### config.mk
export PLATFORM = sky130hd
export DESIGN_NAME = pixel_word_select
export DESIGN_NICKNAME = d
export VERILOG_FILES = /design/src/common/ccd_pipeline_pkg.sv /design/src/verilog/pixel_word_select.sv
export SDC_FILE = /design/constraint.sdc
export NUM_CORES = 1
export LEC_CHECK = 0
export BUFFER_PORTS_ARGS = -buffer_cell sky130_fd_sc_hd__buf_2
export CORE_UTILIZATION = 35
export CTS_CLUSTER_SIZE = 8
export DETAILED_ROUTE_END_ITERATION = 12
export GPL_TIMING_DRIVEN = 1
export PLACE_DENSITY = 0.86
export REMOVE_ABC_BUFFERS = 1
export SLEW_MARGIN = 25
export SYNTH_ARGS = -nofsm -noshare
export SYNTH_HDL_FRONTEND = slang
export SYNTH_SLANG_ARGS = --single-unit
### constraint.sdc
create_clock -name ccd_pixel_clk -period 0.9 [get_ports ccd_pixel_clk]
set_input_delay 0.045 -clock ccd_pixel_clk [delete_from_list [all_inputs] [get_ports ccd_pixel_clk]]
set_output_delay 0.045 -clock ccd_pixel_clk [all_outputs]
set_load 0.01 [all_outputs]
### src/common/ccd_pipeline_pkg.sv
// Shared widths, pixel types and hue constants of the CCD pixel path
package ccd_pipeline_pkg;

  // ==============================
  // Sample and coordinate widths
  // ==============================
  localparam int raw_width = 12;            // Bits per sensor sample
  localparam int coord_width = 12;          // Column and row counters
  localparam int frame_count_width = 32;
  localparam int hue_width = 8;
  localparam int pixel_word_width = 16;

  typedef logic [raw_width-1:0] raw_pixel_t;          // Raw sample or RGB component
  typedef logic [coord_width-1:0] coord_t;
  typedef logic [frame_count_width-1:0] frame_count_t;
  typedef logic [hue_width-1:0] hue_t;                // Full circle on 0..255
  typedef logic [pixel_word_width-1:0] pixel_word_t;

  // ==============================
  // Branch constants
  // ==============================
  localparam int word_component_bits = 5;   // RGB555 field width
  localparam int hue_input_bits = 8;        // Top component bits seen by hue

  // Hue circle in 256 steps, six sectors
  localparam int hue_sector_span = 43;
  localparam int hue_green_base = 85;       // Green max sector
  localparam int hue_blue_base = 171;       // Blue max sector

  // Raw samples per line the line buffer can hold
  localparam int default_max_line_width = 1280;

endpackage

### src/verilog/pixel_word_select.sv
// Pixel word selector, RGB555 or hue branch by mode, registered output
module pixel_word_select (
  input  logic                          ccd_pixel_clk,
  input  logic                          reset,
  input  logic                          hue_mode,
  input  ccd_pipeline_pkg::pixel_word_t rgb_word,
  input  logic                          rgb_word_valid,
  input  ccd_pipeline_pkg::hue_t        hue,
  input  logic                          hue_valid,
  output ccd_pipeline_pkg::pixel_word_t pixel_word,
  output logic                          pixel_word_valid
);

  logic [2:0] pending;   // RGB words whose hue is still in flight

  always_ff @(posedge ccd_pixel_clk) begin
    pixel_word <= hue_mode ? {8'h00, hue} : rgb_word;   // Hue in low byte
  end

  // Chosen branch's strobe only
  always_ff @(posedge ccd_pixel_clk) begin
    if (reset) begin
      pixel_word_valid <= 1'b0;
      pending          <= '0;
    end else begin
      pixel_word_valid <= hue_mode ? hue_valid : rgb_word_valid;
      pending          <= pending + 3'(rgb_word_valid) - 3'(hue_valid);
    end
  end

  // ==============================
  // Branch balance
  // ==============================
  // Hue trails RGB by two cycles, so counts match once the stream goes quiet
  a_branches_balance : assert property (
    @(posedge ccd_pixel_clk) disable iff (reset)
    (!rgb_word_valid [*2]) |=> (pending == '0)
  );

  a_hue_has_rgb : assert property (
    @(posedge ccd_pixel_clk) disable iff (reset)
    hue_valid |-> (pending != '0) && (pending <= 3'd2)
  );

endmodule

# == Word-level counts from Yosys, hierarchy flattened ==
# Cells that the tools add are included.
# Widths: inputs -> output; s select.
# op_classes
addsub,0
n_mul,0
div_mod_pow,0
n_lt_le_gt_ge,0
eq_ne,0
n_shift,0
mux,2
bitwise_logic,0
reduce_logical,0
# ops
cell,n
$mux 8,1
$mux 1,1
# word_totals
register_bits,17
latch_bits,0
ram_bits,0
romBits,0
input_bits,29
out_inout_bits,17
word_cells,5
n_memories,0

# == Logic depth before layout (Yosys ltp) ==
# logic_depth
ltp_word,1
mapped_depth,4
depth_no_buf,2

# == Worst setup path after synthesis ==
# OpenSTA, ideal clock, no wires.
# synth_path
kind,input port to flip-flop
from,in hue_mode
to,reg pixel_word[6]
setup_time_ps,121
arrival_ps,560
required_ps,779
path_slack_ps,219
cell_stages,3
n_path_buf,2
cell_sequence,buf_6 > buf_8 > mux2_4
# synth_between
elab_chain_len,1
# synth_rtl
item,line_no,source
"start, declared",pixel_word_select.sv:5,"input logic hue_mode,"
$mux 8,pixel_word_select.sv:17,"pixel_word <= hue_mode ? {8'h00, hue} : rgb_word;"
"end signal, assigned",pixel_word_select.sv:17,
"end, declared",pixel_word_select.sv:10,"output ccd_pipeline_pkg::pixel_word_t pixel_word,"
# No other way between the ends.
# A chain may end at the register's enable or synchronous reset.

# == Worst setup path after layout ==
# layout_path
from,in rgb_word[0]
to,reg pixel_word[0]
# layout_between
elab_chain_len,1
# layout_rtl
item,line_no,source
"start, declared",pixel_word_select.sv:6,"input ccd_pipeline_pkg::pixel_word_t rgb_word,"
$mux 8,pixel_word_select.sv:17,
# No other way between the ends.

==> impl_metrics.csv <==
group,metric,value,unit
cts,clock-root-buffer,"clkbuf_4",
worst_hold_path,hp-class,"in -> reg",
cts,max-clock-path-buffers,2,
floorplan,pin_count,46,
worst_setup_path,path_buf_inv,2,
cts,clkTransAtPathRegs,100,ps
floorplan,die_y,41.4,µm
cells_and_area,final_common_cell,"buf_2",
floorplan,initial_core_util,39.8,%
cells_and_area,layout.area.seq,340,µm²
routing,ant_nets,0,
worst_setup_path,setup.worst_path.end_class,"register",
timing,worstMarginPinSlew,326,ps
timing,rsz0062_at_grt,"false",
cells_and_area,multi_input_area,178,µm²
global_route,grt_overflow,0,
yosys,yosys_warnings,0,
routing,drtPass1Iterations,3,
yosys,ys_seq_elements,17,
cts,cts.sinks,17,
timing,max_slew_margin,78.3,%
cells_and_area,final_cell_mix,"buf_2 (45), dlygate4sd3_1 (27), dfxtp_1 (17)",
timing,fin_setup_tns,0,ps
yosys,synth.avg_cell_area,14.7,µm²
pwr,leakage,0.538,nW
cells_and_area,nFillCells,93,
floorplan,dieArea,1720,µm²
worst_setup_path,critical_path.top_delay_family,"buffers and inverters",
cts,postCtsSetupBuffers,0,
global_route,grt_pass1_wl,2670,µm
floorplan,chipWidth,41.4,µm
cells_and_area,num_antenna_cells,0,
timing,timing.fmax,1.26,GHz
global_route,antenna_found_initial,0,
cts,h-tree-depth,1,
worst_setup_path,critPathSlowestCell,"dlygate4sd3_1",
global_route,grt_pass1_vias,592,
timing,drv_slew,0,
placed_design,place.gp.congestion,0.589,
cells_and_area,final_nets,141,
routing,routedWlPerCell,12.8,µm
timing,finalSetupViolCount,0,
cts,numCtsBuffers,3,
worst_setup_path,crit_type,"in -> reg",
cts,cts_resized,0,
worst_setup_path,cp_max_fo,1,
status,status,"completed",
routing,via_per_inst,4.35,
global_route,grt_util_all_layers,20.7,%
worst_setup_path,startpoint_type,"input port",
yosys,syn-cell-area,544,µm²
timing,fin_crit_sh,88.5,%
yosys,ys_types,8,
floorplan,design.core.area,1370,µm²
pwr,power_density,1410,nW/µm²
placed_design,numPortBuffers,45,
cts,holdBufCountCts,27,
routing,vias,548,
global_route,grt_max_degree,18,
pwr,ir_drop,0.000808,V
routing,drt-total-wl,1610,µm
yosys,syn_inst,37,
yosys,synth_seq_area_share,62.5,%
worst_setup_path,path_cells,"dlygate4sd3_1 -> buf_2 -> mux2_2",
worst_setup_path,arrival,960,ps
cells_and_area,area_growth,94.5,%
job,maxCapViolations,0,
worst_setup_path,required,1070,ps
cells_and_area,fin_util,77.5,%
routing,drc,0,
timing,period_needed,796,ps
placed_design,dp_hpwl,703,µm
routing,drtIter0Drc,7,
cts,cts_tree,"yes",
worst_setup_path,slowest_delay,540,ps
floorplan,row_count,13,
cells_and_area,drive_above_1_share,57.7,%
timing,hold_violations,0,
==> registers in the layout, indices dropped and copies added, names as in the netlist <==
register	count
pixel_word	16
pixel_word_valid	1
==> synth_stat cells <==
cell type	n	area [µm²]
nor2_1	1	3.75
dfxtp_1	17	340
mux2_2	7	78.8
buf_8	1	15.0
and2b_2	8	70.1
mux2i_1	1	10.0
mux2_4	1	15.0
buf_6	1	11.3
==> worst min-delay path, stage by stage <==
cell     delay [ps]
buf_2           210
mux2i_1         150
nor2_1           70
==> cells by family (layout without fill, tap and decap cells) <==
family | after synthesis | after routing | share of synthesized area [%]
mux | 9 | 9 | 19.1
buf+inv | 2 | 76 | 4.83
simple gates | 9 | 9 | 13.6
flops | 17 | 17 | 62.5
==> worst paths after layout <==
path / cells after the start / start / endpoint
setup / recovery: 3 / rgb_word[0] / pixel_word[0]
hold / removal: 3 / hue_mode / pixel_word_valid
==> report_power, final <==
part | switching (W) | internal [W]
Combinational | 0.0000992 | 0.000196
Sequential | 0.0000113 | 0.000802
Clock | 0.000216 | 0.000171
Total | 0.000327 | 0.00117
==> through the flow <==
stage	hold slack [ps]	total power, W	std cells	setup slack (ps)	area [µm²]
finish	233	0.00150	126	104	1060
global route	249	0.00158	126	78.8	1060
CTS	229	0.00150	126	128	1060
detailed placement	211	0.00103	95	55.9	762
global placement	202	0.00102	95	80.8	762
floorplan	117	0.000913	35	439	518
==> final cells by class <==
class | instances | area share [%]
multi-input cells | 18 | 16.8
flip-flops and latches | 17 | 32.2
well taps | 15 | 1.77
clock buffers | 4 | 2.48
repair buffers | 72 | 46.8
==> routing by layer <==
layer	global-route usage, %	vias to the layer above	routed length, µm
met2	40.3	29	885
met4	9.68	0	31
li1	-	266	-
met3	3.04	4	91
met1	21.1	249	598
met5	0	-	0
(Power assumes the default switching activity.)
