===== config.mk =====
export PLATFORM = sky130hd
export DESIGN_NAME = rgb555_packer
export DESIGN_NICKNAME = d
export VERILOG_FILES = /design/src/common/ccd_pipeline_pkg.sv /design/src/verilog/rgb555_packer.sv
export SDC_FILE = /design/constraint.sdc
export NUM_CORES = 1
export LEC_CHECK = 0
export BUFFER_PORTS_ARGS = -buffer_cell sky130_fd_sc_hd__buf_2
export CAP_MARGIN = 20
export CORE_UTILIZATION = 28
export CTS_CLUSTER_SIZE = 25
export DETAILED_ROUTE_END_ITERATION = 10
export PLACE_DENSITY = 0.74
export SLEW_MARGIN = 20
export SYNTH_ARGS = -nofsm -noshare
export SYNTH_HDL_FRONTEND = slang
export SYNTH_SLANG_ARGS = --single-unit
export TNS_END_PERCENT = 30

===== constraint.sdc =====
create_clock -name ccd_pixel_clk -period 0.8 [get_ports ccd_pixel_clk]
set_input_delay 0.16 -clock ccd_pixel_clk [delete_from_list [all_inputs] [get_ports ccd_pixel_clk]]
set_output_delay 0.16 -clock ccd_pixel_clk [all_outputs]
set_load 0.02 [all_outputs]

===== src/common/ccd_pipeline_pkg.sv =====
// Shared widths, pixel types and hue constants of the CCD pixel path
package ccd_pipeline_pkg;

  // ==============================
  // Sample and coordinate widths
  // ==============================
  localparam int raw_width = 12;            // Bits per sensor sample
  localparam int coord_width = 12;          // Column and row counters
  localparam int frame_count_width = 32;
  localparam int hue_width = 8;
  localparam int pixel_word_width = 16;

  typedef logic [raw_width-1:0] raw_pixel_t;          // Raw sample or RGB component
  typedef logic [coord_width-1:0] coord_t;
  typedef logic [frame_count_width-1:0] frame_count_t;
  typedef logic [hue_width-1:0] hue_t;                // Full circle on 0..255
  typedef logic [pixel_word_width-1:0] pixel_word_t;

  // ==============================
  // Branch constants
  // ==============================
  localparam int word_component_bits = 5;   // RGB555 field width
  localparam int hue_input_bits = 8;        // Top component bits seen by hue

  // Hue circle in 256 steps, six sectors
  localparam int hue_sector_span = 43;
  localparam int hue_green_base = 85;       // Green max sector
  localparam int hue_blue_base = 171;       // Blue max sector

  // Raw samples per line the line buffer can hold
  localparam int default_max_line_width = 1280;

endpackage


===== src/verilog/rgb555_packer.sv =====
// RGB555 packer, 5-bit truncation with per-channel enables, registered word
module rgb555_packer (
  input  logic                          ccd_pixel_clk,
  input  logic                          reset,
  input  ccd_pipeline_pkg::raw_pixel_t  red,
  input  ccd_pipeline_pkg::raw_pixel_t  green,
  input  ccd_pipeline_pkg::raw_pixel_t  blue,
  input  logic                          rgb_valid,
  input  logic [2:0]                    channel_enable,  // [0] red, [1] green, [2] blue
  output ccd_pipeline_pkg::pixel_word_t rgb_word,
  output logic                          rgb_word_valid
);

  localparam int rw = ccd_pipeline_pkg::raw_width;
  localparam int cw = ccd_pipeline_pkg::word_component_bits;

  // Word is {0, R, G, B}, disabled fields forced to zero
  always_ff @(posedge ccd_pixel_clk) begin
    rgb_word <= {1'b0,
                 red[rw-1 -: cw] & {cw{channel_enable[0]}},
                 green[rw-1 -: cw] & {cw{channel_enable[1]}},
                 blue[rw-1 -: cw] & {cw{channel_enable[2]}}};
  end

  always_ff @(posedge ccd_pixel_clk) begin
    if (reset) begin
      rgb_word_valid <= 1'b0;
    end else begin
      rgb_word_valid <= rgb_valid;
    end
  end

endmodule


Yosys cells after proc, flatten, opt, wreduce, memory -nomap -nowiden --
Index checks and enable logic that the tools add are counted.
Storage, ports and cells: bits in registers 16, output and inout bits 17
Operators by class: bitwise logic cells 3
Operators with widths (count):
- $and 5x5->5 | 3

Depth between registers and ports, before layout --
Gate-level depths: netlist of the first run.
depth in word-level cells 1, mapped depth 1

Least setup slack after synthesis of the first run --
No wires, ideal clock.
kind flip-flop to output port, start point register rgb_word[0], end point output rgb_word[0], data arrival time 395 ps, data required time 640 ps, slack 245 ps, stages on the path, launching flop included 1, buffers on the path 0, cells stage by stage dfxtp_1
RTL lines:
- from (decl) | line rgb555_packer.sv:10 | output ccd_pipeline_pkg::pixel_word_t rgb_word,
- from (signal assigned) | line rgb555_packer.sv:19 | rgb_word <= {1'b0,
No word-level cell between the ends.

Final worst setup path of the first run --
start point register rgb_word[4], end point output rgb_word[4]
No word-level cell between the ends.

==> metrics.txt, run 1 <==
Placer Congestion=0.4894; htree depth=1; worst-path maximum fanout=1; final hold vios=0; antenna cells=0; Netlist cell types=5; Register Area=340.3 um^2; max-slew violations=0; Die W=41.27 um; fill count=116; TritonCTS buffer count=3; Setup-failing EPs final=16; Clock Sink Count=16; worst ir drop on vdd=786.5 uV; fin nets=116; vias=between 300 and 400; Detail Route Antenna Nets=0; failing checks=negative setup slack; drt pass-1 iters=1; mean number of vias per cell=4.057; antenna violations before repair=0; CP Launch Type=flop; total gr overflow=0; Area Growth Syn to Fin=80.58%; Multi-input gate area=about 100 um^2; final wirelength=816 um; Die Height=41.27 um; Max Freq=1128 MHz; Post-CTS Setup Bufs=0; Cell Count, Final, Fillers Out=between 80 and 90; DR WL/cell=9.273 um; setup ws final=-0.08683 ns; Cell Pwr Density=2061 mW/mm^2; Root Driver=clkbuf_4; Iter 0 DRT Violations=0; vias in the first global route=322; TritonCTS clock tree=done; Synth Cell Area=431.7 um^2; Setup crit end kind=output port; start-to-end type of the worst setup path=flop to output port; I/O Pins=59; slowest CP cell=dfxtp_2; syn nets=76; Buffers on Ports=36; Buffers & Inverters on Critical Path=1; die area=0.001703 mm^2; FP Rows=13; Bufs on Longest Clock Path=2; placed cell count=84; Sum Neg Setup Slack=-1.305 ns; RSZ-0062 raised after global routing=yes; share of layout cells above drive strength 1=about 77%; top cell type by total area after synthesis=dfxtp_1; first-pass GRT wire length=roughly 1100 um; Yosys warning count=0; register bit total from synthesis=16; clk slew on worst S/H paths=0.09 ns; Synth top area share=74.20%; Final HPWL DP=598.5 um; fin crit share=110.9%; max_cap viols=0; CP top delay family=flip-flops; post-synthesis sequential area ratio=74.20%; total track usage=between 10% and 20%; Cells after Synth=34; leakage power figure=about 0.38 nW; core box area=0.001366 mm^2; Initial Util=between 30% and 40%; CTS Hold Bufs=0; final hold slack=0.02901 ns; Avg Inst Size Synth=12.70 um^2; CP Cell Sequence=buf_6; largest net degree at the start of global routing=10; DRC viols=0; Tmin final=0.8868 ns; status=finished with violations; slowest stage delay, CP=around 0.33 ns; Finished Cell Area=779.5 um^2; most area-consuming cells after synthesis=dfxtp_1 74%, and2_1 22%, buf_4 1.7%; Hold Crit Class=input port to flop; WP data required=0.64 ns; placed standard-cell area=slightly above 600 um^2; Critical Path AT=0.73 ns
-- through the flow --
stage / power [mW] / setup WS (ns) / util [%]
after global placement: 1.041 / 0.2018 / 45.60
after CTS: 1.625 / -0.09636 / 57.05
after floorplan: 0.9572 / 0.2449 / -
final: 1.607 / -0.08683 / 57.05
after detailed placement: 1.044 / 0.1915 / 45.60
after global routing: 1.684 / -0.1210 / 57.05
-- cells by family (layout without fill, tap and decap cells) --
group	Yosys count	count (layout)	share of synthesized area [%]
and+or+nand+nor	16	16	23.19
buffers and inverters	1	40	1.740
DFF	16	16	74.20
other	1	1	0.8687
-- flip-flops by register name, summed over array words and instances (netlist names) --
signal          cells
rgb_word           15
rgb_word_valid      1
-- final timing paths --
path,from,end,slack [ns],cells past startpoint
setup / recovery,rgb_word[4]$_DFF_P_,rgb_word[4],-0.09,1
hold / removal,reset,rgb_word_valid$_SDFF_PP0_,0.03,2
-- layer usage --
metal  GRT usage (%)  up-vias  wire [um]
met5               0        -          0
met3           3.804        2        116
li1                -      179          -
met1           7.190      149        285
met2           19.53       27        403
met4           12.10        0         10
-- repair_timing --
action                     in CTS  in global routing
pin swaps                       0                  0
resized for setup              48                  0
setup endpoints to repair      16                 16
-- synth_stat cells --
cell type and count:
conb_1 1, nor2b_1 1, buf_4 1, and2_1 15, dfxtp_1 16
-- cells in the final DEF, fill, tap and decap left out, drive strengths merged --
cell,synthesis,layout
conb,1,1
dfxtp,16,16
clkbuf,0,4
buf,1,36
nor2b,1,1
and2,15,15
-- cell type report --
type,instances,area share [%]
Clock buffer,4,4.655
Multi-Input combinational cell,17,13.32
Sequential cell,16,43.66
Tap cell,15,2.408
Timing Repair Buffer,36,35.96
-- report_power, final --
part	internal (mW)	total [mW]	switching, mW
logic	0.131	0.225	0.0947
clock network	0.277	0.516	0.239
registers	0.847	0.866	0.0188
total	1.25	1.61	0.352
Power figures use the tool's default switching activity.
==> run 2: changes to the inputs <==
==> constraint.sdc (replaced) <==
create_clock -name ccd_pixel_clk -period 0.8 [get_ports ccd_pixel_clk]
set_input_delay 0 -clock ccd_pixel_clk [delete_from_list [all_inputs] [get_ports ccd_pixel_clk]]
set_output_delay 0 -clock ccd_pixel_clk [all_outputs]
set_load 0.02 [all_outputs]
==> run 2 against run 1 <==
Against the previous run: the flow now finishes without violations; sequential power fell by 2%; global-route usage up 0.99 points; largest cell class is now buffers; critical path depth stayed put; die area unchanged; via count grew 19%; combinational power increased by 14%; maximum frequency up 17%; core utilization is 6.4 points higher; critical path type unchanged.
==> metrics.txt, run 2 (synthesis gave the netlist of run 1 again) <==
Total Power=1.617 mW (+0.62%); Levels on crit path=1 (unchanged); most common cell after layout, fill and taps aside=buf_2; Critical Path AT=0.76 ns (+0.03 ns); DR WL/cell=9.241 um (-0.34%); hold depth=3 (+1); fill count=110 (-5.2%); share of layout cells above drive strength 1=43.01% (-34 points); final hold slack=0.4049 ns (+0.3759 ns); Buffers & Inverters on Critical Path=1 (unchanged); Iter 0 DRT Violations=1 (+1); largest net degree at the start of global routing=10 (unchanged); placed standard-cell area=623.1 um^2 (unchanged); mean number of vias per cell=3.935 (-3.0%); TritonCTS buffer count=3 (unchanged); FP Rows=13 (unchanged); top flop regs=rgb_word x15, rgb_word_valid x1; clk slew on worst S/H paths=0.09 ns (about the same); Buffers on Ports=36 (unchanged); placed cell count=84 (unchanged); Die Height=41.27 um (unchanged); Most flops, register=rgb_word; Area Growth Syn to Fin=100.9%; antenna cells=0 (unchanged); CP top delay family=flip-flops; slowest CP cell=dfxtp_1; worst ir drop on vdd=861.0 uV (+9.5%); status=complete, no violations; start-to-end type of the worst setup path=flop to output port; Detail Route Antenna Nets=0 (unchanged); fin crit share=94.53% (-16 points); NetSw=0.3523 mW (about the same); CP Launch Type=flop; total gr overflow=0 (unchanged); leakage power figure=0.4394 nW (+16%); Setup crit end kind=output port; Hold Crit Class=input port to flop; worst-path maximum fanout=1 (unchanged); core box area=0.001366 mm^2 (unchanged); Clock Sink Count=16 (unchanged); Setup-failing EPs final=0 (-16); DRC viols=0 (unchanged); Initial Util=31.59% (unchanged); I/O Pins=59 (unchanged); total track usage=11.51% (+0.99 points); Root Driver=clkbuf_4; htree depth=1 (unchanged); TritonCTS clock tree=done; Sum Neg Setup Slack=0 ns (+1.305 ns); Comb pwr share=15.9% (+1.9 points); Sequential Power Share=52.5% (-1.4 points); slowest stage delay, CP=0.32 ns (about the same); Cell Count, Final, Fillers Out=108 (+23%); Internal Power=1.265 mW (+0.80%); Largest register FFs=15 (unchanged); die area=0.001703 mm^2 (unchanged); final hold vios=0 (unchanged); Max Freq=1322 MHz (+17%); CP Cell Sequence=buf_2; most frequent cells in the layout=33 x buf_2, 20 x dlygate4sd3_1, 16 x dfxtp_1; Bufs on Longest Clock Path=2 (unchanged); Placer Congestion=0.4894 (unchanged); max-slew violations=0 (unchanged); Tmin final=0.7563 ns (-0.1306 ns); first-pass GRT wire length=1173 um (+10%); Post-CTS Setup Bufs=0 (unchanged); RSZ-0062 raised after global routing=no; vias=425 (+19%); drt pass-1 iters=2 (+1); Finished Cell Area=867.1 um^2 (+11%); Final HPWL DP=598.5 um (unchanged); max_cap viols=0 (unchanged); WP data required=0.80 ns (+0.16 ns); Switching Fraction=21.79% (-0.14 points); vias in the first global route=353 (+9.6%); fin nets=136 (+17%); Cell Pwr Density=1865 mW/mm^2 (-9.5%); final wirelength=998 um (+22%); antenna violations before repair=0 (unchanged); clock share of power=31.6% (-0.5 points); Die W=41.27 um (unchanged)
[run 2: what timing repair did]
| item | CTS | global route |
|---|---|---|
| hold buffers | 20 | 0 |
| hold endpoints to repair | 16 | 0 |
| setup endpoints to repair | 0 | 3 |
| resized for setup | 0 | 3 |
[run 2: cell type report]
class	count	area, um^2	area share (%)
clock buffer	4	36.28	4.185
multi-input combinational	17	103.9	11.98
sequential	16	320.3	36.94
tap	15	18.77	2.165
timing repair buffer	56	387.9	44.73
[run 2: metrics by stage]
stage / util [%] / setup slack [ns]
detailed placement: 45.60 / 0.3515
CTS: 62.91 / 0.03328
finish: 63.46 / 0.04374
global placement: 45.60 / 0.3618
floorplan: - / 0.4049
global route: 63.46 / 0.008185
[run 2: worst paths after layout]
kind / startpoint / endpoint / slack [ns]
min: reset / rgb_word_valid$_SDFF_PP0_ / 0.40
max: rgb_word[1]$_DFF_P_ / rgb_word[1] / 0.04
[run 2: power groups by stage]
stage | logic [mW] | clock network, mW | registers, mW
4_1_cts | 0.252 | 0.532 | 0.848
3_3_place_gp | 0.176 | 0 | 0.865
6_report | 0.257 | 0.511 | 0.848
2_1_floorplan | 0.0335 | 0 | 0.924
3_5_place_dp | 0.178 | 0 | 0.867
5_1_grt | 0.280 | 0.568 | 0.853
[run 2: metal layers]
metal	vias up	global-route usage, %	wire length, um
met5	-	0	0
met4	0	12.10	10
met3	2	3.261	102
met2	27	22.27	485
met1	179	8.143	399
li1	217	-	-
