### src/common/ccd_pipeline_pkg.sv
// Shared widths, pixel types and hue constants of the CCD pixel path
package ccd_pipeline_pkg;

  // ==============================
  // Sample and coordinate widths
  // ==============================
  localparam int raw_width = 12;            // Bits per sensor sample
  localparam int coord_width = 12;          // Column and row counters
  localparam int frame_count_width = 32;
  localparam int hue_width = 8;
  localparam int pixel_word_width = 16;

  typedef logic [raw_width-1:0] raw_pixel_t;          // Raw sample or RGB component
  typedef logic [coord_width-1:0] coord_t;
  typedef logic [frame_count_width-1:0] frame_count_t;
  typedef logic [hue_width-1:0] hue_t;                // Full circle on 0..255
  typedef logic [pixel_word_width-1:0] pixel_word_t;

  // ==============================
  // Branch constants
  // ==============================
  localparam int word_component_bits = 5;   // RGB555 field width
  localparam int hue_input_bits = 8;        // Top component bits seen by hue

  // Hue circle in 256 steps, six sectors
  localparam int hue_sector_span = 43;
  localparam int hue_green_base = 85;       // Green max sector
  localparam int hue_blue_base = 171;       // Blue max sector

  // Raw samples per line the line buffer can hold
  localparam int default_max_line_width = 1280;

endpackage

### src/hue_calc/hue_calc.sv
// Hue calculator, three-stage pipelined integer hue on the top component bits
module hue_calc (
  input  logic                         ccd_pixel_clk,
  input  logic                         reset,
  input  ccd_pipeline_pkg::raw_pixel_t red,
  input  ccd_pipeline_pkg::raw_pixel_t green,
  input  ccd_pipeline_pkg::raw_pixel_t blue,
  input  logic                         rgb_valid,
  output ccd_pipeline_pkg::hue_t       hue,
  output logic                         hue_valid
);

  localparam int rw = ccd_pipeline_pkg::raw_width;
  localparam int hw = ccd_pipeline_pkg::hue_input_bits;
  localparam logic signed [15:0] span_s = 16'(ccd_pipeline_pkg::hue_sector_span);

  logic [hw-1:0]        r8;
  logic [hw-1:0]        g8;
  logic [hw-1:0]        b8;
  logic [1:0]           sector_c;   // 0 red, 1 green, 2 blue max
  logic [hw-1:0]        max_c;
  logic [hw-1:0]        min_c;
  logic signed [hw:0]   delta_c;    // Sector difference
  logic [1:0]           s1_sector;
  logic signed [hw:0]   s1_delta;
  logic [hw-1:0]        s1_diff;
  logic                 s1_valid;
  logic signed [15:0]   scaled;
  logic signed [7:0]    quot_c;
  logic [1:0]           s2_sector;
  logic signed [7:0]    s2_quot;
  logic                 s2_valid;
  ccd_pipeline_pkg::hue_t base_c;

  assign r8 = red[rw-1 -: hw];
  assign g8 = green[rw-1 -: hw];
  assign b8 = blue[rw-1 -: hw];

  // ==============================
  // Stage 1, max, min, difference
  // ==============================
  always_comb begin
    if (r8 >= g8 && r8 >= b8) begin             // Red wins ties
      sector_c = 2'd0;
      max_c    = r8;
      delta_c  = $signed({1'b0, g8}) - $signed({1'b0, b8});
    end else if (g8 >= b8) begin                // Then green
      sector_c = 2'd1;
      max_c    = g8;
      delta_c  = $signed({1'b0, b8}) - $signed({1'b0, r8});
    end else begin
      sector_c = 2'd2;
      max_c    = b8;
      delta_c  = $signed({1'b0, r8}) - $signed({1'b0, g8});
    end
    if (r8 <= g8 && r8 <= b8) begin
      min_c = r8;
    end else if (g8 <= b8) begin
      min_c = g8;
    end else begin
      min_c = b8;
    end
  end

  always_ff @(posedge ccd_pixel_clk) begin
    s1_sector <= sector_c;
    s1_delta  <= delta_c;
    s1_diff   <= max_c - min_c;
  end

  // ==============================
  // Stage 2, scaled quotient
  // ==============================
  // Span applied before the divide, truncation toward zero
  assign scaled = 16'(s1_delta) * span_s;
  assign quot_c = (s1_diff == '0) ? '0 : 8'(scaled / $signed({8'b0, s1_diff}));

  always_ff @(posedge ccd_pixel_clk) begin
    s2_sector <= s1_sector;
    s2_quot   <= quot_c;                        // Grey lands on 0
  end

  // ==============================
  // Stage 3, sector base
  // ==============================
  always_comb begin
    case (s2_sector)
      2'd1:    base_c = 8'(ccd_pipeline_pkg::hue_green_base);
      2'd2:    base_c = 8'(ccd_pipeline_pkg::hue_blue_base);
      default: base_c = '0;
    endcase
  end

  always_ff @(posedge ccd_pixel_clk) begin
    hue <= base_c + s2_quot;                    // Wraps modulo 256
  end

  // Valid strobe alongside the data
  always_ff @(posedge ccd_pixel_clk) begin
    if (reset) begin
      s1_valid  <= 1'b0;
      s2_valid  <= 1'b0;
      hue_valid <= 1'b0;
    end else begin
      s1_valid  <= rgb_valid;
      s2_valid  <= s1_valid;
      hue_valid <= s2_valid;
    end
  end

  // Sector difference lies within max minus min, so one step stays inside its sector
  a_quotient_in_sector : assert property (
    @(posedge ccd_pixel_clk) disable iff (reset)
    s1_valid |-> (quot_c <= span_s) && (quot_c >= -span_s)
  );

endmodule

### config.mk
export PLATFORM = sky130hd
export DESIGN_NAME = hue_calc
export DESIGN_NICKNAME = d
export VERILOG_FILES = /design/src/common/ccd_pipeline_pkg.sv /design/src/hue_calc/hue_calc.sv
export SDC_FILE = /design/constraint.sdc
export NUM_CORES = 1
export LEC_CHECK = 0
export BUFFER_PORTS_ARGS = -buffer_cell sky130_fd_sc_hd__clkbuf_2
export CAP_MARGIN = 20
export CORE_MARGIN = 4
export CORE_UTILIZATION = 40
export DETAILED_ROUTE_END_ITERATION = 8
export PLACE_DENSITY_LB_ADDON = 0.1
export SYNTH_ARGS = -nofsm -noshare
export SYNTH_HDL_FRONTEND = slang
export SYNTH_SLANG_ARGS = --single-unit
### constraint.sdc
create_clock -name ccd_pixel_clk -period 62.3 [get_ports ccd_pixel_clk]
set_input_delay 3.115 -clock ccd_pixel_clk [delete_from_list [all_inputs] [get_ports ccd_pixel_clk]]
set_output_delay 3.115 -clock ccd_pixel_clk [all_outputs]
set_load 0.03 [all_outputs]
Word-level counts from Yosys, hierarchy flattened
Index checks and enable logic that the tools add are counted.
{"block": "classes", "add_sub_neg": 5, "n_mul": 1, "div": 1, "n_lt_le_gt_ge": 6, "n_eq_ne": 2, "n_mux": 8, "n_reduce_logical": 3}
{"cell": "8-bit 2-to-1 mux", "count": 4}
{"cell": "8-bit by 8-bit subtractor with 9-bit output", "count": 3}
{"cell": "8-bit greater-or-equal comparator", "count": 3}
{"cell": "8-bit less-or-equal comparator", "count": 3}
{"cell": "9-bit 2-to-1 mux", "count": 2}
{"cell": "16-bit by 9-bit divider with 16-bit output", "count": 1}
{"cell": "9-bit by 7-bit multiplier with 16-bit output, second input constant", "count": 1}
{"cell": "8-bit one-hot mux with 2 select lines", "count": 1}
{"cell": "8-bit adder", "count": 1}
{"cell": "8-bit logical NOT", "count": 1}
{"cell": "8-bit subtractor", "count": 1}
{"cell": "2-bit by 1-bit == test with 1-bit output, second input constant", "count": 1}
{"cell": "2-bit == test, second input constant", "count": 1}
{"cell": "1-bit logical AND", "count": 2}
{"cell": "2-bit 2-to-1 mux", "count": 1}
{"block": "totals", "reg_bits": 40, "input_bits": 39, "output_inout_bits": 9, "elab_cells": 35}

Depth between registers and ports, before layout
{"block": "depth", "ltp_word": 4, "ltp_mapped": 186}

Worst setup path before layout
OpenSTA, ideal clock, no wires.
{"block": "synth_timing", "kind": "flip-flop to flip-flop", "start": "register s1_delta[7]", "end": "register s2_quot[4]", "setup_ns": 0.148, "arrival_ns": 33.756, "required_time_ns": 62.152, "path_slack_ns": 28.396, "path_stages_with_launch": 184, "n_path_buf": 13, "period_less_slack_ns": 33.904, "cell_sequence": "dfxtp_1 -> inv_1 -> ha_1 -> inv_1 -> ha_1 -> fa_1 -> inv_1 -> fa_1 -> inv_1 -> ha_1 -> and3_1 -> nand2_1 -> a2111o_1 -> a31oi_2 -> or2_1 -> buf_6 -> clkbuf_1 -> clkbuf_1 -> [... 148 more ...] -> ha_1 -> a21oi_1 -> nor2b_1 -> o21ai_0 -> nand2b_1 -> a21oi_1 -> nor2b_1 -> o21ai_0 -> nand2b_1 -> a221oi_1 -> o211ai_1 -> a311oi_1 -> o211ai_1 -> nor2_1 -> ha_1 -> a31oi_1 -> xnor2_1 -> nor2_1"}
{"block": "synth_via", "elab_chain_cells": 2}
{"item": "from (decl)", "line": "hue_calc.sv:25", "text": "logic signed [hw:0] s1_delta;"}
{"item": "from (signal assigned)", "line": "hue_calc.sv:67", "text": "s1_delta <= delta_c;"}
{"item": "9-bit by 7-bit multiplier with 16-bit output", "line": "hue_calc.sv:75", "text": "assign scaled = 16'(s1_delta) * span_s;"}
{"item": "16-bit by 9-bit divider with 16-bit output", "line": "hue_calc.sv:76", "text": "assign quot_c = (s1_diff == '0) ? '0 : 8'(scaled / $signed({8'b0, s1_diff}));"}
{"item": "to (signal assigned)", "line": "hue_calc.sv:80", "text": "s2_quot <= quot_c;"}
{"item": "to (decl)", "line": "hue_calc.sv:31", "text": "logic signed [7:0] s2_quot;"}
Every way passes these cells.
A chain may end at the register's enable or synchronous reset.

Worst setup path in the final report
{"block": "layout_timing", "start": "register s1_delta[5]", "end": "register s2_quot[4]"}
Same word-level chain as after synthesis.

==> summary.txt <==
Die
  • Die Area: 0.02839 mm2
  • FP Rows: 58
  • Num ports: 48
  • Die width: between 150 and 200 um
  • Core area: 0.02525 mm2
  • DIE HEIGHT: 168.5 um
  • Initial Util: roughly two fifths

Clock tree
  • Post-CTS Setup Bufs: 0
  • Reg clk slew, reported paths: about 0.06 ns
  • Cts bufs inserted: 5
  • Worst skew pair latency: roughly 0.29 ns
  • CTS Sinks: 40
  • CTS Hold Bufs: 0
  • CTS tree: yes
  • CTS H-tree depth: 2
  • CTS max path bufs: 2
  • PostCTS Resize Cnt: 0
  • Root buf cell: clkbuf_16

Timing
  • Final worst-path setup slack: approximately 22 ns
  • Final Max Tran Viols: 0
  • Final TNS setup: 0 ns
  • FMAX: roughly 25 MHz
  • Fin crit share: between 60% and 70%
  • Worst-Margin Slew: approximately 1.0 ns
  • Worst rel slew slack: around a third
  • RSZ-0062 raised after global routing: false
  • Final Hold Vio Count: 0
  • Clk_skew: about 0.0071 ns
  • Clock period minus worst slack: ~40 ns
  • Final setup fails: 0

Synthesis
  • Post-synth cell types: 93
  • FF+latch count, synth: 40
  • Predominant post-synthesis flop cell: dfxtp_1
  • Post-Syn Nets: between 1500 and 2000
  • Syn. warnings: 0
  • Post-Syn Instances: ~1400
  • Mapped Area: ~0.01 mm2
  • Post-Syn Area per Cell: roughly 7.5 um2
  • EDFF count, synth: 0
  • Register area share after synthesis: 7.771%
  • Async set or reset register ratio after synthesis: 0%

Global routing
  • Overflow after GRT: 0
  • Initial antenna violation count: 0
  • Global-route wire length before repair: 46.86 mm
  • Largest net degree at the start of global routing: 37
  • Vias in the first global route: about 9400
  • Total GRT Usage: 19.59%

Drt
  • Per-cell routed wire length: between 15 and 20 um
  • Initial DRC Count: roughly 460
  • DRC: 0
  • DR vias: roughly 9700
  • Routed WL: around 28 mm
  • Routed vias/inst: roughly 5.6
  • Post-DRT Antenna Nets: 0
  • DR pass1 iterations: 5

Outcome
  • Status: complete, no violations

Critical path
  • Setup slack, reg-to-reg: 22.27 ns
  • Worst r2r src: s1_delta[5]
  • Slowest-stage cell, CP: o21ai_1
  • WP data arrival: slightly above 40 ns
  • Worst-path fanout max: 16
  • Most common cell on crit path: o21a_1
  • FF-to-FF End: s2_quot[4]
  • Worst path max stage delay: around 0.8 ns
  • Crit path kind: reg -> reg
  • Crit path buffers/inverters: 7
  • Largest delay contributor family on the critical path: compound AO/OA/AOI/OAI gates
  • Worst path depth: 166
  • CP required: about 62 ns
  • R2R depth: between 150 and 200
  • CP Capture Type: flop
  • Critical Path Source Type: flop

Placement
  • Port Buffer Count: 35
  • Post-DP Area: ~0.011 mm2
  • Pre-CTS setup slack: about 22 ns
  • Post-DP HPWL: about 23 mm
  • Routability cong.: between 0.8 and 0.9

Min path
  • Min-delay src: s1_sector[1]
  • Min-delay worst type: reg -> reg
  • Hold worst-path end: s2_sector[1]
  • Hold depth: 0

Final layout
  • ANT cells: 0
  • Register area: roughly 800 um2
  • P&R area growth vs syn: 7.103%
  • Multi-input logic area: approximately 0.0090 mm2
  • Finished Core Util: 43.70%
  • Commonest non-fill, non-tap cells in the layout: ha_1, nor2_1, a21oi_1
  • Fill cell count: ~2600
  • Final Cell Area: roughly 0.011 mm2
  • Share of cells above drive strength 1: between 8 and 9%
  • Nets@finish: ~1600
  • Most common cell after layout, fill and taps aside: ha_1

Run
  • Max cap viols: 0
## worst max-delay path by stage
stage / slack [ns] / to / from
final: 22.27 / s2_quot[4] / s1_delta[5]
after global routing: 18.97 / s2_quot[6] / s1_delta[7]
after CTS: 21.79 / s2_quot[4] / s1_delta[7]
after detailed placement: 21.95 / s2_quot[4] / s1_delta[7]
after global placement: 22.06 / s2_quot[4] / s1_delta[7]
after floorplan: 28.40 / s2_quot[4] / s1_delta[7]
## layer usage
metal	vias to the layer above	share of wire, %	global-route usage (%)
met5	-	0	0
met4	0	1.5	3.670
met3	24	2.5	1.658
met2	109	46	32.67
met1	4480	50	27.90
li1	5097	-	-
## state kept, by name (all words and copies together), names as in the netlist
signal     flops
s1_valid       1
s2_quot        8
s1_diff        8
hue_valid      1
s2_valid       1
s1_sector      2
s1_delta       9
s2_sector      2
hue            8
## cells by family after synthesis
family | after synthesis | synth area share (%)
AND/OR/NAND/NOR | 458 | 22.22
XOR/XNOR | 86 | 7.309
buffers and inverters | 132 | 4.954
flip-flops | 40 | 7.771
AO/OA/AOI/OAI | 431 | 29.08
multiplexers | 35 | 3.606
adder cells (fa/ha/maj) | 195 | 25.06
## through the flow
step,cells,hold slack [ns]
4_1_cts,1734,0.3268
6_report,1735,0.3264
3_5_place_dp,1726,0.3135
5_1_grt,1735,0.3407
3_3_place_gp,1726,0.3135
2_1_floorplan,1377,0.3096
## Yosys cell counts, types with 12 or more instances
| cell type | n | area (um2) |
|---|---|---|
| a211o_1 | 12 | 105.1 |
| a211oi_1 | 18 | 135.1 |
| a21o_1 | 42 | 315.3 |
| a21oi_1 | 107 | 535.5 |
| and2_1 | 18 | 112.6 |
| clkbuf_1 | 18 | 67.56 |
| dfxtp_1 | 40 | 800.8 |
| fa_1 | 19 | 380.4 |
| ha_1 | 176 | 2202 |
| inv_1 | 104 | 390.4 |
| mux2_2 | 17 | 191.4 |
| mux2i_1 | 18 | 180.2 |
| nand2_1 | 98 | 367.9 |
| nand2b_1 | 25 | 156.4 |
| nand3_1 | 22 | 110.1 |
| nand4_1 | 15 | 93.84 |
| nor2_1 | 131 | 491.7 |
| nor2b_1 | 30 | 187.7 |
| nor3_1 | 53 | 265.3 |
| o211ai_1 | 13 | 97.59 |
| o21a_1 | 55 | 412.9 |
| o21ai_0 | 66 | 330.3 |
| o31ai_1 | 19 | 142.6 |
| or3_1 | 15 | 93.84 |
| xnor2_1 | 47 | 411.6 |
| xor2_1 | 39 | 341.6 |
## cell type report
type	count	area share, %
clock buffer	5	1.134
tap	330	3.741
clock inverter	3	0.3854
timing repair buffer	46	2.369
multi-input combinational	1205	81.51
sequential	40	7.255
inverter	106	3.605
Power is not shown: default switching activity piles up to over one toggle a cycle in this logic, so the estimate is an artifact.
