==> config.mk <==
export PLATFORM = sky130hd
export DESIGN_NAME = ccd_capture
export DESIGN_NICKNAME = d
export VERILOG_FILES = /design/src/common/ccd_pipeline_pkg.sv /design/src/ccd_capture/ccd_capture.sv
export SDC_FILE = /design/constraint.sdc
export NUM_CORES = 1
export LEC_CHECK = 0
export BUFFER_PORTS_ARGS = -buffer_cell sky130_fd_sc_hd__buf_2
export CORE_MARGIN = 2
export CORE_UTILIZATION = 35
export DETAILED_ROUTE_END_ITERATION = 8
export PLACE_DENSITY = 0.67
export SLEW_MARGIN = 30
export SYNTH_ARGS = -nofsm -noshare
export SYNTH_HDL_FRONTEND = slang
export SYNTH_SLANG_ARGS = --single-unit
==> constraint.sdc <==
create_clock -name ccd_pixel_clk -period 3.1 [get_ports ccd_pixel_clk]
set_input_delay 0.62 -clock ccd_pixel_clk [delete_from_list [all_inputs] [get_ports ccd_pixel_clk]]
set_output_delay 0.62 -clock ccd_pixel_clk [all_outputs]
set_load 0.01 [all_outputs]
==> src/common/ccd_pipeline_pkg.sv <==
// Shared widths, pixel types and hue constants of the CCD pixel path
package ccd_pipeline_pkg;

  // ==============================
  // Sample and coordinate widths
  // ==============================
  localparam int raw_width = 12;            // Bits per sensor sample
  localparam int coord_width = 12;          // Column and row counters
  localparam int frame_count_width = 32;
  localparam int hue_width = 8;
  localparam int pixel_word_width = 16;

  typedef logic [raw_width-1:0] raw_pixel_t;          // Raw sample or RGB component
  typedef logic [coord_width-1:0] coord_t;
  typedef logic [frame_count_width-1:0] frame_count_t;
  typedef logic [hue_width-1:0] hue_t;                // Full circle on 0..255
  typedef logic [pixel_word_width-1:0] pixel_word_t;

  // ==============================
  // Branch constants
  // ==============================
  localparam int word_component_bits = 5;   // RGB555 field width
  localparam int hue_input_bits = 8;        // Top component bits seen by hue

  // Hue circle in 256 steps, six sectors
  localparam int hue_sector_span = 43;
  localparam int hue_green_base = 85;       // Green max sector
  localparam int hue_blue_base = 171;       // Blue max sector

  // Raw samples per line the line buffer can hold
  localparam int default_max_line_width = 1280;

endpackage

==> src/ccd_capture/ccd_capture.sv <==
// CCD capture, input registers, start-gated frames, pixel coordinates, frame count
module ccd_capture (
  input  logic                           ccd_pixel_clk,
  input  logic                           reset,
  input  ccd_pipeline_pkg::raw_pixel_t   ccd_data,
  input  logic                           ccd_frame_valid,
  input  logic                           ccd_line_valid,
  input  logic                           start,
  output ccd_pipeline_pkg::raw_pixel_t   sample,
  output logic                           sample_valid,
  output ccd_pipeline_pkg::coord_t       column,
  output ccd_pipeline_pkg::coord_t       row,
  output ccd_pipeline_pkg::frame_count_t frame_count
);

  ccd_pipeline_pkg::raw_pixel_t data_q;   // Registered sensor data
  logic                         fval_q;
  logic                         lval_q;
  logic                         fval_d;   // One more cycle for edges
  logic                         lval_d;
  logic                         frame_active;
  ccd_pipeline_pkg::coord_t     col_count;
  ccd_pipeline_pkg::coord_t     row_count;
  logic                         frame_rise;
  logic                         frame_fall;
  logic                         line_fall;
  logic                         capture_now;

  // ==============================
  // Input registers
  // ==============================
  always_ff @(posedge ccd_pixel_clk) begin
    data_q <= ccd_data;
  end

  always_ff @(posedge ccd_pixel_clk) begin
    if (reset) begin
      fval_q <= 1'b0;
      lval_q <= 1'b0;
      fval_d <= 1'b0;
      lval_d <= 1'b0;
    end else begin
      fval_q <= ccd_frame_valid;
      lval_q <= ccd_line_valid;
      fval_d <= fval_q;
      lval_d <= lval_q;
    end
  end

  assign frame_rise = fval_q & ~fval_d;
  assign frame_fall = ~fval_q & fval_d;
  assign line_fall  = ~lval_q & lval_d;

  // Start only matters on the frame's first cycle
  assign capture_now = (frame_active | (frame_rise & start)) & fval_q & lval_q;

  // ==============================
  // Frame gating and counters
  // ==============================
  always_ff @(posedge ccd_pixel_clk) begin
    if (reset) begin
      frame_active <= 1'b0;
      frame_count  <= '0;
      sample_valid <= 1'b0;
      col_count    <= '0;
      row_count    <= '0;
    end else begin
      sample_valid <= capture_now;
      if (frame_rise) begin
        frame_active <= start;
      end else if (frame_fall) begin
        frame_active <= 1'b0;
        if (frame_active) begin
          frame_count <= frame_count + 1'b1;  // Captured frames only
        end
      end
      if (capture_now) begin
        col_count <= col_count + 1'b1;
      end else if (line_fall) begin
        col_count <= '0;                      // Next line starts at column 0
        row_count <= row_count + 1'b1;
      end
      if (frame_rise) begin
        row_count <= '0;
      end
    end
  end

  // Payload, no reset
  always_ff @(posedge ccd_pixel_clk) begin
    if (capture_now) begin
      sample <= data_q;
      column <= col_count;
      row    <= frame_rise ? '0 : row_count;  // Line may open with the frame
    end
  end

  // Sensor never opens a line outside a frame
  a_line_in_frame : assert property (
    @(posedge ccd_pixel_clk) disable iff (reset)
    (lval_q & ~lval_d) |-> fval_q
  );

endmodule

* Word-level counts from Yosys, hierarchy flattened *
Cells that the tools add are included.

word-level totals
  register bits after elaboration = 110
  input bits = 17
  word-level logic and storage cells = 37

cells by class
  add/subtract/negate cells = 3
  mux-type cells = 4
  bitwise gates (word level) = 12
  reductions and logical operators = 5

operators by type and width
  cell                                           count
  adder 32 x 1 -> 32 bit, second input constant  1
  adder 12 x 1 -> 12 bit, second input constant  2
  2-to-1 mux 12 bit                              2
  AND 1 bit                                      6
  NOT 1 bit                                      5
  nonzero test 2 bit                             2
  AND reduction 3 bit                            1
  2-to-1 mux 1 bit                               2
  AND reduction 2 bit                            1
  OR reduction 2 bit                             1
  OR 1 bit                                       1

* Longest topological paths before layout *
Gate-level depths: netlist of run 1.

  depth after elaboration = 8
  mapped depth = 8
  mapped depth without buffers = 7

* Worst setup path after synthesis of run 1 *
Ideal clock, no wire load.

  path type = flip-flop to flip-flop
  start point = register fval_q
  end point = register col_count[5]
  library setup time = 0.065 ns
  arrival time = 3.051 ns
  setup slack = -0.016 ns
  cell stages (with the launch flop) = 7
  path buffers = 0
  period minus slack after synthesis = 3.116 ns
  path through = dfxtp_1 ha_1 a21oi_2 nor2_1 nand3_1 mux2_2 nor2_1

between the ends
  longest elaborated chain between the ends = 6

ends and longest elaborated chain
  element                                                  line               text
  start, declared                                          ccd_capture.sv:17  logic fval_q;
  start signal, assigned                                   ccd_capture.sv:43  fval_q <= ccd_frame_valid;
  AND 1 bit *                                              ccd_capture.sv:50  assign frame_rise = fval_q & ~fval_d;
  via frame_rise                                           ccd_capture.sv:24  logic frame_rise;
  AND 1 bit *                                              ccd_capture.sv:55  assign capture_now = (frame_active | (frame_rise & start)) & fval_q & lval_q;
  OR 1 bit *                                               ccd_capture.sv:55
  AND 1 bit * (2 in series)                                ccd_capture.sv:55
  via capture_now                                          ccd_capture.sv:27  logic capture_now;
  2-to-1 mux 12 bit or nonzero test 2 bit (tied branches)  --
  end signal, assigned                                     ccd_capture.sv:78  col_count <= col_count + 1'b1;
  end, declared                                            ccd_capture.sv:22  ccd_pipeline_pkg::coord_t col_count;

The timed path passes the listed nets; every way through them passes the cells marked *.
A chain may end at the register's enable or synchronous reset.

* Worst setup path in the final report of run 1 *
  start point = register fval_q
  end point = register col_count[11]

between the ends
  longest elaborated chain between the ends = 6

ends and longest elaborated chain
  element                                                  line
  AND 1 bit *                                              ccd_capture.sv:50
  via frame_rise                                           ccd_capture.sv:24
  AND 1 bit *                                              ccd_capture.sv:55
  OR 1 bit *                                               ccd_capture.sv:55
  AND 1 bit * (2 in series)                                ccd_capture.sv:55
  2-to-1 mux 12 bit or nonzero test 2 bit (tied branches)  --

Marks and branches as above.

==> results.md, run 1 <==
* Antenna cell count at 0
* Vias/cell at 4.95
* Final #Nets at 484
* Global route overflow at 0
* Hold Fails Final Rpt at 0
* CP required at 3.37 ns
* Mapped Area at 4140 µm²
* Max clock buf depth at 2
* YS warnings at 0
* Commonest non-fill, non-tap cells in the layout: buf_2, dfxtp_1, nor2_1
* Clk sink count at 110
* Final Slew Violations at 0
* First-pass iteration count of the detailed router at 4
* Setup_tns at 0 ns
* Final ANT Viol Nets at 0
* Std cell rows at 39
* Dpl hpwl at 5720 µm
* Post-route insts no fill at 610
* Iteration-0 DRC Markers at 130
* Status: completed
* Pre-CTS WS at 0.820 ns
* Initial Util at 36.1%
* IO Port Bufs at 85
* Pwr per Cell Area at 521 nW/µm²
* Final setup viols at 0
* CTS Root Buffer Type: clkbuf_16
* Number of I/O pins at 86
* CP max FO at 17
* Hold Crit Class: input pin to flop
* Layout cells sized above 1 at 25.9%
* Critical Path AT at 2.58 ns
* Clock transition at path regs at 0.07 ns
* P_sw at 0.542 mW
* Initial antenna violation count at 1
* Synthesized Nets at 396
* Comb power frac at 1.9%
* Startpoint type of the worst setup path: flop
* Netlist cell types at 39
* Fin crit period at 2.31 ns
* Critical path type: flop to flop
* Power Internal at 2.07 mW
* Fin crit share at 74.5%
* Seq pwr share at 57.5%
* RD Place Congestion at 0.812
* # hold bufs at CTS at 0
* Die ar. at 12,700 µm²
* Switch share at 20.8%
* Most common cell after layout, fill and taps aside: buf_2
* Core area at 11,500 µm²
* Unrepaired setup endpoints after global routing: false
* Clock Latency Late Sink at 0.34 ns
* Vias in the first global route at 2,918
* Synth-to-layout area growth at 21.0%
* Inst Count DP at 594
* Final Power at 2.61 mW
* VDD IR max at 474 µV
* Resized Gates After CTS at 0
* Die Ht at 113 µm
* FF+latch count, synth at 110
* Worst hold slack at 0.379 ns
* Global-route wire length before repair at 13,700 µm
* Worst Setup End Kind: flop
* Syn_area_per_cell at 11.1 µm²
* DRC violations left at 0
* Total routed wirelength at 8260 µm
* DR WL/cell at 13.5 µm
* Relative slew slack at 55.4%
* Post-CTS setup buffers at 0
* Via count at 3,017
* Number of fill cells at 1,081
* Max Cap Viol at 0
* Clock skew at 0.00900 ns
* Worst Tran Pin Value at 0.665 ns
* TritonCTS clock tree: done
* Static Leak at 2.02 nW
* Worst setup slack after layout at 0.789 ns
* H-tree Lvls at 3
* Sequential share of the synthesized area at 61.9%
* Die Wd at 113 µm
* Post-Syn Instances at 374
* CTS Buf Count at 9
* Largest net degree at the start of global routing at 32
* GRT Total Usage at 13.3%
* Achievable clock frequency at 433 MHz
* Clock power frac at 40.6%
area by class of cell:
type | count | area [µm²] | share of cell area (%)
Sequential cell | 110 | 2560 | 51.1
Timing Repair Buffer | 90 | 463 | 9.24
Inverter | 4 | 15.0 | 0.300
Tap cell | 143 | 179 | 3.57
Multi-Input combinational cell | 247 | 1520 | 30.3
Clock buffer | 11 | 233 | 4.64
Clock inverter | 5 | 41.3 | 0.824
flip-flops by register name (all words and copies together) (netlist names):
signal        flops
frame_count      32
col_count        12
column           12
data_q           12
row              12
row_count        12
sample           12
frame_active      1
fval_d            1
fval_q            1
lval_d            1
lval_q            1
sample_valid      1
worst max-delay path, cell delays in order (launching register included):
cell and delay [ns]:
dfxtp_1 0.35, ha_1 0.56, a21oi_2 0.26, nor3_4 0.30, nand3_1 0.23, or3_1 0.40
a21oi_1 0.15
per-layer routing:
layer | routed length, µm | track usage (%)
met5 | 13 | 0
met2 | 3760 | 21.1
met3 | 687 | 4.93
met1 | 3700 | 16.7
met4 | 91 | 5.04
power groups by stage:
stage | clock (mW) | combinational (mW) | sequential, mW
after floorplan | 0 | 0.0295 | 1.53
after global placement | 0 | 0.0488 | 1.53
after detailed placement | 0 | 0.0496 | 1.53
after CTS | 1.10 | 0.0501 | 1.50
after global routing | 1.16 | 0.0550 | 1.50
final | 1.06 | 0.0492 | 1.50
cells by family (layout without fill, tap and decap cells):
logic type,after synthesis,after routing,share of synthesized area [%]
AO/OA/AOI/OAI,27,27,3.78
flip-flops,110,110,61.9
adder cells (fa/ha/maj),5,5,1.51
buffers and inverters,17,110,1.63
XOR/XNOR,36,36,7.62
multiplexers,5,5,1.33
AND/OR/NAND/NOR,174,174,22.2
worst paths after layout:
kind               startpoint            end  slack, ns  depth (start not counted)
setup reg to reg       fval_q  col_count[11]       0.79                          6
hold reg to reg     data_q[8]      sample[8]       0.41                          0
hold / removal    ccd_data[5]      data_q[5]       0.38                          1
setup / recovery       fval_q  col_count[11]       0.79                          6
synthesized netlist by cell type:
library cell / count / share of area (%)
xnor2_1: 6 / 1.3
o31ai_1: 1 / 0.18
nand4_1: 17 / 2.6
nand2_1: 25 / 2.3
a211oi_1: 2 / 0.36
nand4b_1: 2 / 0.42
clkbuf_1: 8 / 0.73
nor2b_1: 16 / 2.4
mux2i_1: 1 / 0.24
and4_1: 3 / 0.63
o311ai_0: 1 / 0.21
nand4_2: 1 / 0.30
nor2_2: 1 / 0.15
a21oi_2: 1 / 0.21
or3_1: 6 / 0.91
nor3_4: 2 / 0.79
xor2_1: 30 / 6.3
nor3_2: 2 / 0.48
nor3_1: 6 / 0.73
o21ai_0: 4 / 0.48
dfxtp_1: 74 / 36
nand3b_4: 1 / 0.48
mux2_2: 4 / 1.1
buf_1: 2 / 0.18
nand2b_1: 1 / 0.15
and3_1: 9 / 1.4
buf_2: 3 / 0.36
nand3_2: 1 / 0.24
a21oi_1: 15 / 1.8
and2_1: 1 / 0.15
ha_1: 5 / 1.5
o211ai_1: 2 / 0.36
or4_1: 2 / 0.36
edfxtp_1: 36 / 26
nor2_1: 56 / 5.1
a31oi_1: 1 / 0.15
or2_2: 3 / 0.45
nand3_1: 19 / 2.3
inv_1: 4 / 0.36
through the flow:
step	cell area, µm²	util, %
3_5_place_dp	4740	41.3
4_1_cts	5010	43.7
5_1_grt	5010	43.7
3_3_place_gp	4740	41.3
6_report	5010	43.7
2_1_floorplan	4140	-
(Power assumes the default switching activity.)
==> run 2, diff against run 1 <==
Settings changed: PLACE_DENSITY 0.67 to 0.65.
Clock period 3.1 ns to 2.3 ns, I/O delays scaled along.
==> run 2 against run 1 <==
Against the previous run:
- cell count is 0.82% higher
- first-iteration DRC count rose by 62%
- utilization grew 0.70 points
- total power increased by 44%
- design area rose by 1.6%
- critical path depth did not move
- largest cell class unchanged
==> results.md, run 2 (synthesis results as in run 1) <==
* Status: completed
* Worst Hold Launch: ccd_data[4]
* Setup_tns at 0 ns (unchanged)
* Max Cap Viol at 0 (unchanged)
* Post-CTS setup buffers at 0 (unchanged)
* H-tree Lvls at 3 (unchanged)
* Seq pwr share at 53.7% (-3.8 points)
* Number of I/O pins at 86 (unchanged)
* Clock skew at 0.00915 ns (+0.000144 ns)
* Reg with most FFs: frame_count
* Max clock buf depth at 2 (unchanged)
* CP max FO at 25 (+8)
* Final ANT Viol Nets at 0 (unchanged)
* Switch share at 20.1% (-0.74 points)
* Vias in the first global route at 2,913 (-0.17%)
* Global-route wire length before repair at 13,600 µm (-0.66%)
* Dpl hpwl at 5700 µm (-0.40%)
* Clock transition at path regs at 0.07 ns (about the same)
* Iteration-0 DRC Markers at 211 (+62%)
* M3 GR Usage at 5.36% (+0.43 points)
* # hold bufs at CTS at 0 (unchanged)
* P_sw at 0.755 mW (+39%)
* GRT Total Usage at 13.2% (-0.11 points)
* Relative slew slack at 54.9% (-0.53 points)
* Number of fill cells at 1,050 (-2.9%)
* Final Slew Violations at 0 (unchanged)
* Total routed wirelength at 8140 µm (-1.4%)
* DR WL/cell at 13.2 µm (-2.2%)
* Global route overflow at 0 (unchanged)
* RD Place Congestion at 0.855 (+5.3%)
* Commonest non-fill, non-tap cells in the layout: buf_2, dfxtp_1, nor2_1
* Initial antenna violation count at 1 (unchanged)
* Die Wd at 113 µm (unchanged)
* GR peak layer: met2
* Inst Count DP at 598 (+0.67%)
* Fin crit share at 90.2% (+16 points)
* Power Internal at 3.01 mW (+46%)
* R2R setup slack at 0.22 ns (-0.56 ns)
* Unrepaired setup endpoints after global routing: false
* Met2 usage at 21.2% (+0.080 points)
* Critical Path AT at 2.33 ns (-0.25 ns)
* Clk sink count at 110 (unchanged)
* Initial Util at 36.1% (unchanged)
* Startpoint type of the worst setup path: flop
* Worst Setup End Kind: flop
* Die Ht at 113 µm (unchanged)
* Worst hold slack at 0.216 ns (-0.163 ns)
* Via count at 3,050 (+1.1%)
* VDD IR max at 579 µV (+22%)
* Static Leak at 2.07 nW (+2.2%)
* Reg-to-reg startpoint: fval_q
* First-pass iteration count of the detailed router at 4 (unchanged)
* IO Port Bufs at 85 (unchanged)
* Most common cell after layout, fill and taps aside: buf_2
* Fin crit period at 2.08 ns (-0.235 ns)
* Clock Latency Late Sink at 0.34 ns (about the same)
* Hold Fails Final Rpt at 0 (unchanged)
* Vias/cell at 4.96 (+0.27%)
* Final setup viols at 0 (unchanged)
* Post-route insts no fill at 615 (+0.82%)
* Std cell rows at 39 (unchanged)
* Resized Gates After CTS at 0 (unchanged)
* Clock power frac at 44.5% (+3.9 points)
* Final #Nets at 488 (+0.83%)
* Critical path type: flop to flop
* Layout cells sized above 1 at 26.5% (+0.63 points)
* Largest net degree at the start of global routing at 26 (-19%)
* Achievable clock frequency at 482 MHz (+11%)
* Hold Crit Class: input pin to flop
* CTS Root Buffer Type: clkbuf_16
* Core area at 11,500 µm² (unchanged)
* Die ar. at 12,700 µm² (unchanged)
* TritonCTS clock tree: done
* Crit path from: fval_q
* CP required at 2.56 ns (-0.81 ns)
* Pwr per Cell Area at 740 nW/µm² (+42%)
* Synth-to-layout area growth at 23.0%
* CTS Buf Count at 9 (unchanged)
* Number of flip-flops under the largest register name at 32 (unchanged)
* Comb power frac at 1.9% (about the same)
* Worst Tran Pin Value at 0.675 ns (+0.0100 ns)
* DRC violations left at 0 (unchanged)
* Met1 Usage GRT at 16.7% (-0.069 points)
## run 2: cell types whose count changed in the layout (fill, tap and decap cells not counted)
cell	before	now
buf_4	5	9
bufinv_16	0	2
clkinv_2	1	0
clkinvlp_4	1	0
diode_2	0	1
## run 2: power by group through the flow
stage / combinational, mW / sequential [mW] / clock, mW
6_report: 0.0702 / 2.02 / 1.67
5_1_grt: 0.0774 / 2.02 / 1.81
4_1_cts: 0.0716 / 2.02 / 1.71
3_5_place_dp: 0.0712 / 2.07 / 0
3_3_place_gp: 0.0700 / 2.06 / 0
2_1_floorplan: 0.0403 / 2.06 / 0
## run 2: per-stage QoR
stage	cell area (µm²)	power (mW)	setup WS (ns)	util, %
after detailed placement	4770	2.14	0.211	41.6
after global routing	5090	3.91	0.0305	44.4
after floorplan	4150	2.10	0.328	-
final	5090	3.77	0.225	44.4
after CTS	5090	3.81	0.175	44.4
after global placement	4770	2.13	0.316	41.6
## run 2: worst paths after layout
check / cells past startpoint / to
max: 6 / col_count[4]
min reg2reg: 0 / sample[10]
max reg2reg: 6 / col_count[4]
min: 1 / data_q[4]
## run 2: per-layer routing
layer  share of wire (%)  routed length, µm
met1                  46               3760
met2                  45               3650
met3                 8.2                664
met4                0.88                 72
met5                   0                  0
## run 2: critical path: stages, from the launching register on
cell,delay [ns]
dfxtp_1,0.36
ha_1,0.25
a21oi_2,0.16
nor2_4,0.55
buf_4,0.37
a21oi_1,0.09
a211oi_1,0.20
## run 2: area by class of cell
type	count	area, µm²	area share [%]
Timing Repair Buffer	94	493	9.68
Clock buffer	11	233	4.57
Antenna cell	1	2.50	0.0492
Tap cell	143	179	3.51
Clock inverter	5	88.8	1.74
Sequential cell	110	2560	50.3
Inverter	4	15.0	0.295
Multi-Input combinational cell	247	1520	29.8
==> run 3, diff against run 2 <==
Settings changed: PLACE_DENSITY 0.65 to 0.67.
Clock period 2.3 ns to 1.9 ns, I/O delays scaled along.
==> run 3 against run 2 <==
Against the previous run:
- die area stayed put
- routed wire length is 4.8% higher
- sequential power is 21% higher
- register-to-register slack got worse by 0.11 ns
- non-clock buffer count rose by 10
- sequential share of layout area down 0.88 points
- setup slack worse by 0.11 ns
- clock power grew 15%
- cell count up 1.6%
- largest cell class unchanged
- largest power group unchanged
==> results.md, run 3 (synthesis results as in run 1) <==
* Status: completed
* Most common cell after layout, fill and taps aside: buf_2
* Static Leak at 2.13 nW (+3.0%)
* RD Place Congestion at 0.816 (-4.6%)
* Clock transition at path regs at 0.07 ns (about the same)
* Startpoint type of the worst setup path: flop
* Via count at 3,061 (+0.36%)
* Max Cap Viol at 0 (unchanged)
* Final Slew Violations at 0 (unchanged)
* VDD IR max at 818 µV (+41%)
* Relative slew slack at 70.1% (+15 points)
* GRT Total Usage at 14.0% (+0.79 points)
* Largest net degree at the start of global routing at 27 (+3.8%)
* Clock Latency Late Sink at 0.34 ns (about the same)
* Clock skew at 0.00573 ns (-0.00341 ns)
* Unrepaired setup endpoints after global routing: false
* Commonest non-fill, non-tap cells in the layout: buf_2, dfxtp_1, nor2_1
* IO Port Bufs at 85 (unchanged)
* Std cell rows at 39 (unchanged)
* Fin crit period at 1.79 ns (-0.288 ns)
* Core Util, Final at 45.2% (+0.79 points)
* Global route overflow at 0 (unchanged)
* Initial antenna violation count at 1 (unchanged)
* Core area at 11,500 µm² (unchanged)
* Clk sink count at 110 (unchanged)
* Dpl hpwl at 6040 µm (+6.1%)
* Switch share at 20.9% (+0.89 points)
* Hold Crit Class: input pin to flop
* Final ANT Viol Nets at 0 (unchanged)
* Critical Path AT at 2.06 ns (-0.27 ns)
* Die ar. at 12,700 µm² (unchanged)
* First-pass iteration count of the detailed router at 4 (unchanged)
* Achievable clock frequency at 560 MHz (+16%)
* Fin crit share at 94.1% (+3.8 points)
* H-tree Lvls at 3 (unchanged)
* Number of flip-flops under the largest register name at 32 (unchanged)
* Power Internal at 3.52 mW (+17%)
* Worst Tran Pin Value at 0.448 ns (-0.227 ns)
* Number of I/O pins at 86 (unchanged)
* Die Ht at 113 µm (unchanged)
* CTS Root Buffer Type: clkbuf_16
* Final #Nets at 498 (+2.0%)
* CP max FO at 3 (-88%)
* Vias in the first global route at 3,019 (+3.6%)
* Worst Setup End Kind: flop
* Setup_tns at 0 ns (unchanged)
* Final Power at 4.45 mW (+18%)
* DRC violations left at 0 (unchanged)
* Critical path type: flop to flop
* Max clock buf depth at 2 (unchanged)
* Total routed wirelength at 8530 µm (+4.8%)
* Post-CTS setup buffers at 0 (unchanged)
* Comb power frac at 2.0% (about the same)
* Layout cells sized above 1 at 29.1% (+2.6 points)
* DR WL/cell at 13.6 µm (+3.1%)
* Final setup viols at 0 (unchanged)
* CP required at 2.18 ns (-0.38 ns)
* CTS Buf Count at 9 (unchanged)
* Die Wd at 113 µm (unchanged)
* Hold Fails Final Rpt at 0 (unchanged)
* Pwr per Cell Area at 859 nW/µm² (+16%)
* Synth-to-layout area growth at 25.1%
* Seq pwr share at 55.0% (+1.3 points)
* Initial Util at 36.1% (unchanged)
* Global-route wire length before repair at 14,400 µm (+5.8%)
* Clock power frac at 43.1% (-1.4 points)
* P_sw at 0.932 mW (+23%)
* TritonCTS clock tree: done
* Vias/cell at 4.90 (-1.2%)
* Iteration-0 DRC Markers at 135 (-36%)
* Reg with most FFs: frame_count
## run 3: what timing repair did
item,in CTS,in global routing
setup endpoints to repair,0,3
gates resized for setup,0,3
hold buffers,0,0
## run 3: final cells by class
type                    count  area [µm²]
diodes                      1        2.50
clock buffers              10         229
clock inverters             6        76.3
fillers                  1075        6290
inverters                   4        15.0
multi-input cells         247        1550
flip-flops and latches    110        2560
well taps                 143         179
repair buffers            104         568
## run 3: worst paths after layout
path / from / endpoint / slack [ns] / cells after the start
max: fval_q / frame_count[30] / 0.11 / 7
max reg2reg: fval_q / frame_count[30] / 0.11 / 7
min: ccd_data[5] / data_q[5] / 0.14 / 1
min reg2reg: data_q[8] / sample[8] / 0.41 / 0
## run 3: per-layer routing
layer  global-route usage, %  vias to the layer above  wire length [µm]
li1                        -                     1511                 -
met1                    17.6                     1445              3890
met2                    22.6                       99              3920
met3                    5.03                        6               646
met4                    4.63                        0                73
met5                       0                        -                 0
## run 3: critical path, cell delays in order, from the launching register on
cell and delay, ns:
dfxtp_1 0.35, inv_1 0.09, ha_1 0.21, nand4b_1 0.18
nor2_1 0.24, nand2_1 0.15, or3_1 0.37, a21oi_1 0.14
## run 3: per-stage QoR
step | setup slack [ns] | instance area [µm²] | hold slack [ns] | instances
detailed placement | 0.102 | 4860 | 0.389 | 608
finish | 0.113 | 5180 | 0.137 | 625
global route | 0.0182 | 5180 | 0.113 | 624
CTS | 0.0594 | 5160 | 0.124 | 624
global placement | 0.136 | 4860 | 0.386 | 608
floorplan | 0.0126 | 4170 | 0.386 | 374
## run 3: power by group through the flow
stage | combinational (mW) | sequential, mW | clock (mW)
finish | 0.0878 | 2.45 | 1.92
detailed placement | 0.0884 | 2.50 | 0
global placement | 0.0862 | 2.50 | 0
CTS | 0.0892 | 2.45 | 1.98
global route | 0.0975 | 2.45 | 2.07
floorplan | 0.0504 | 2.50 | 0
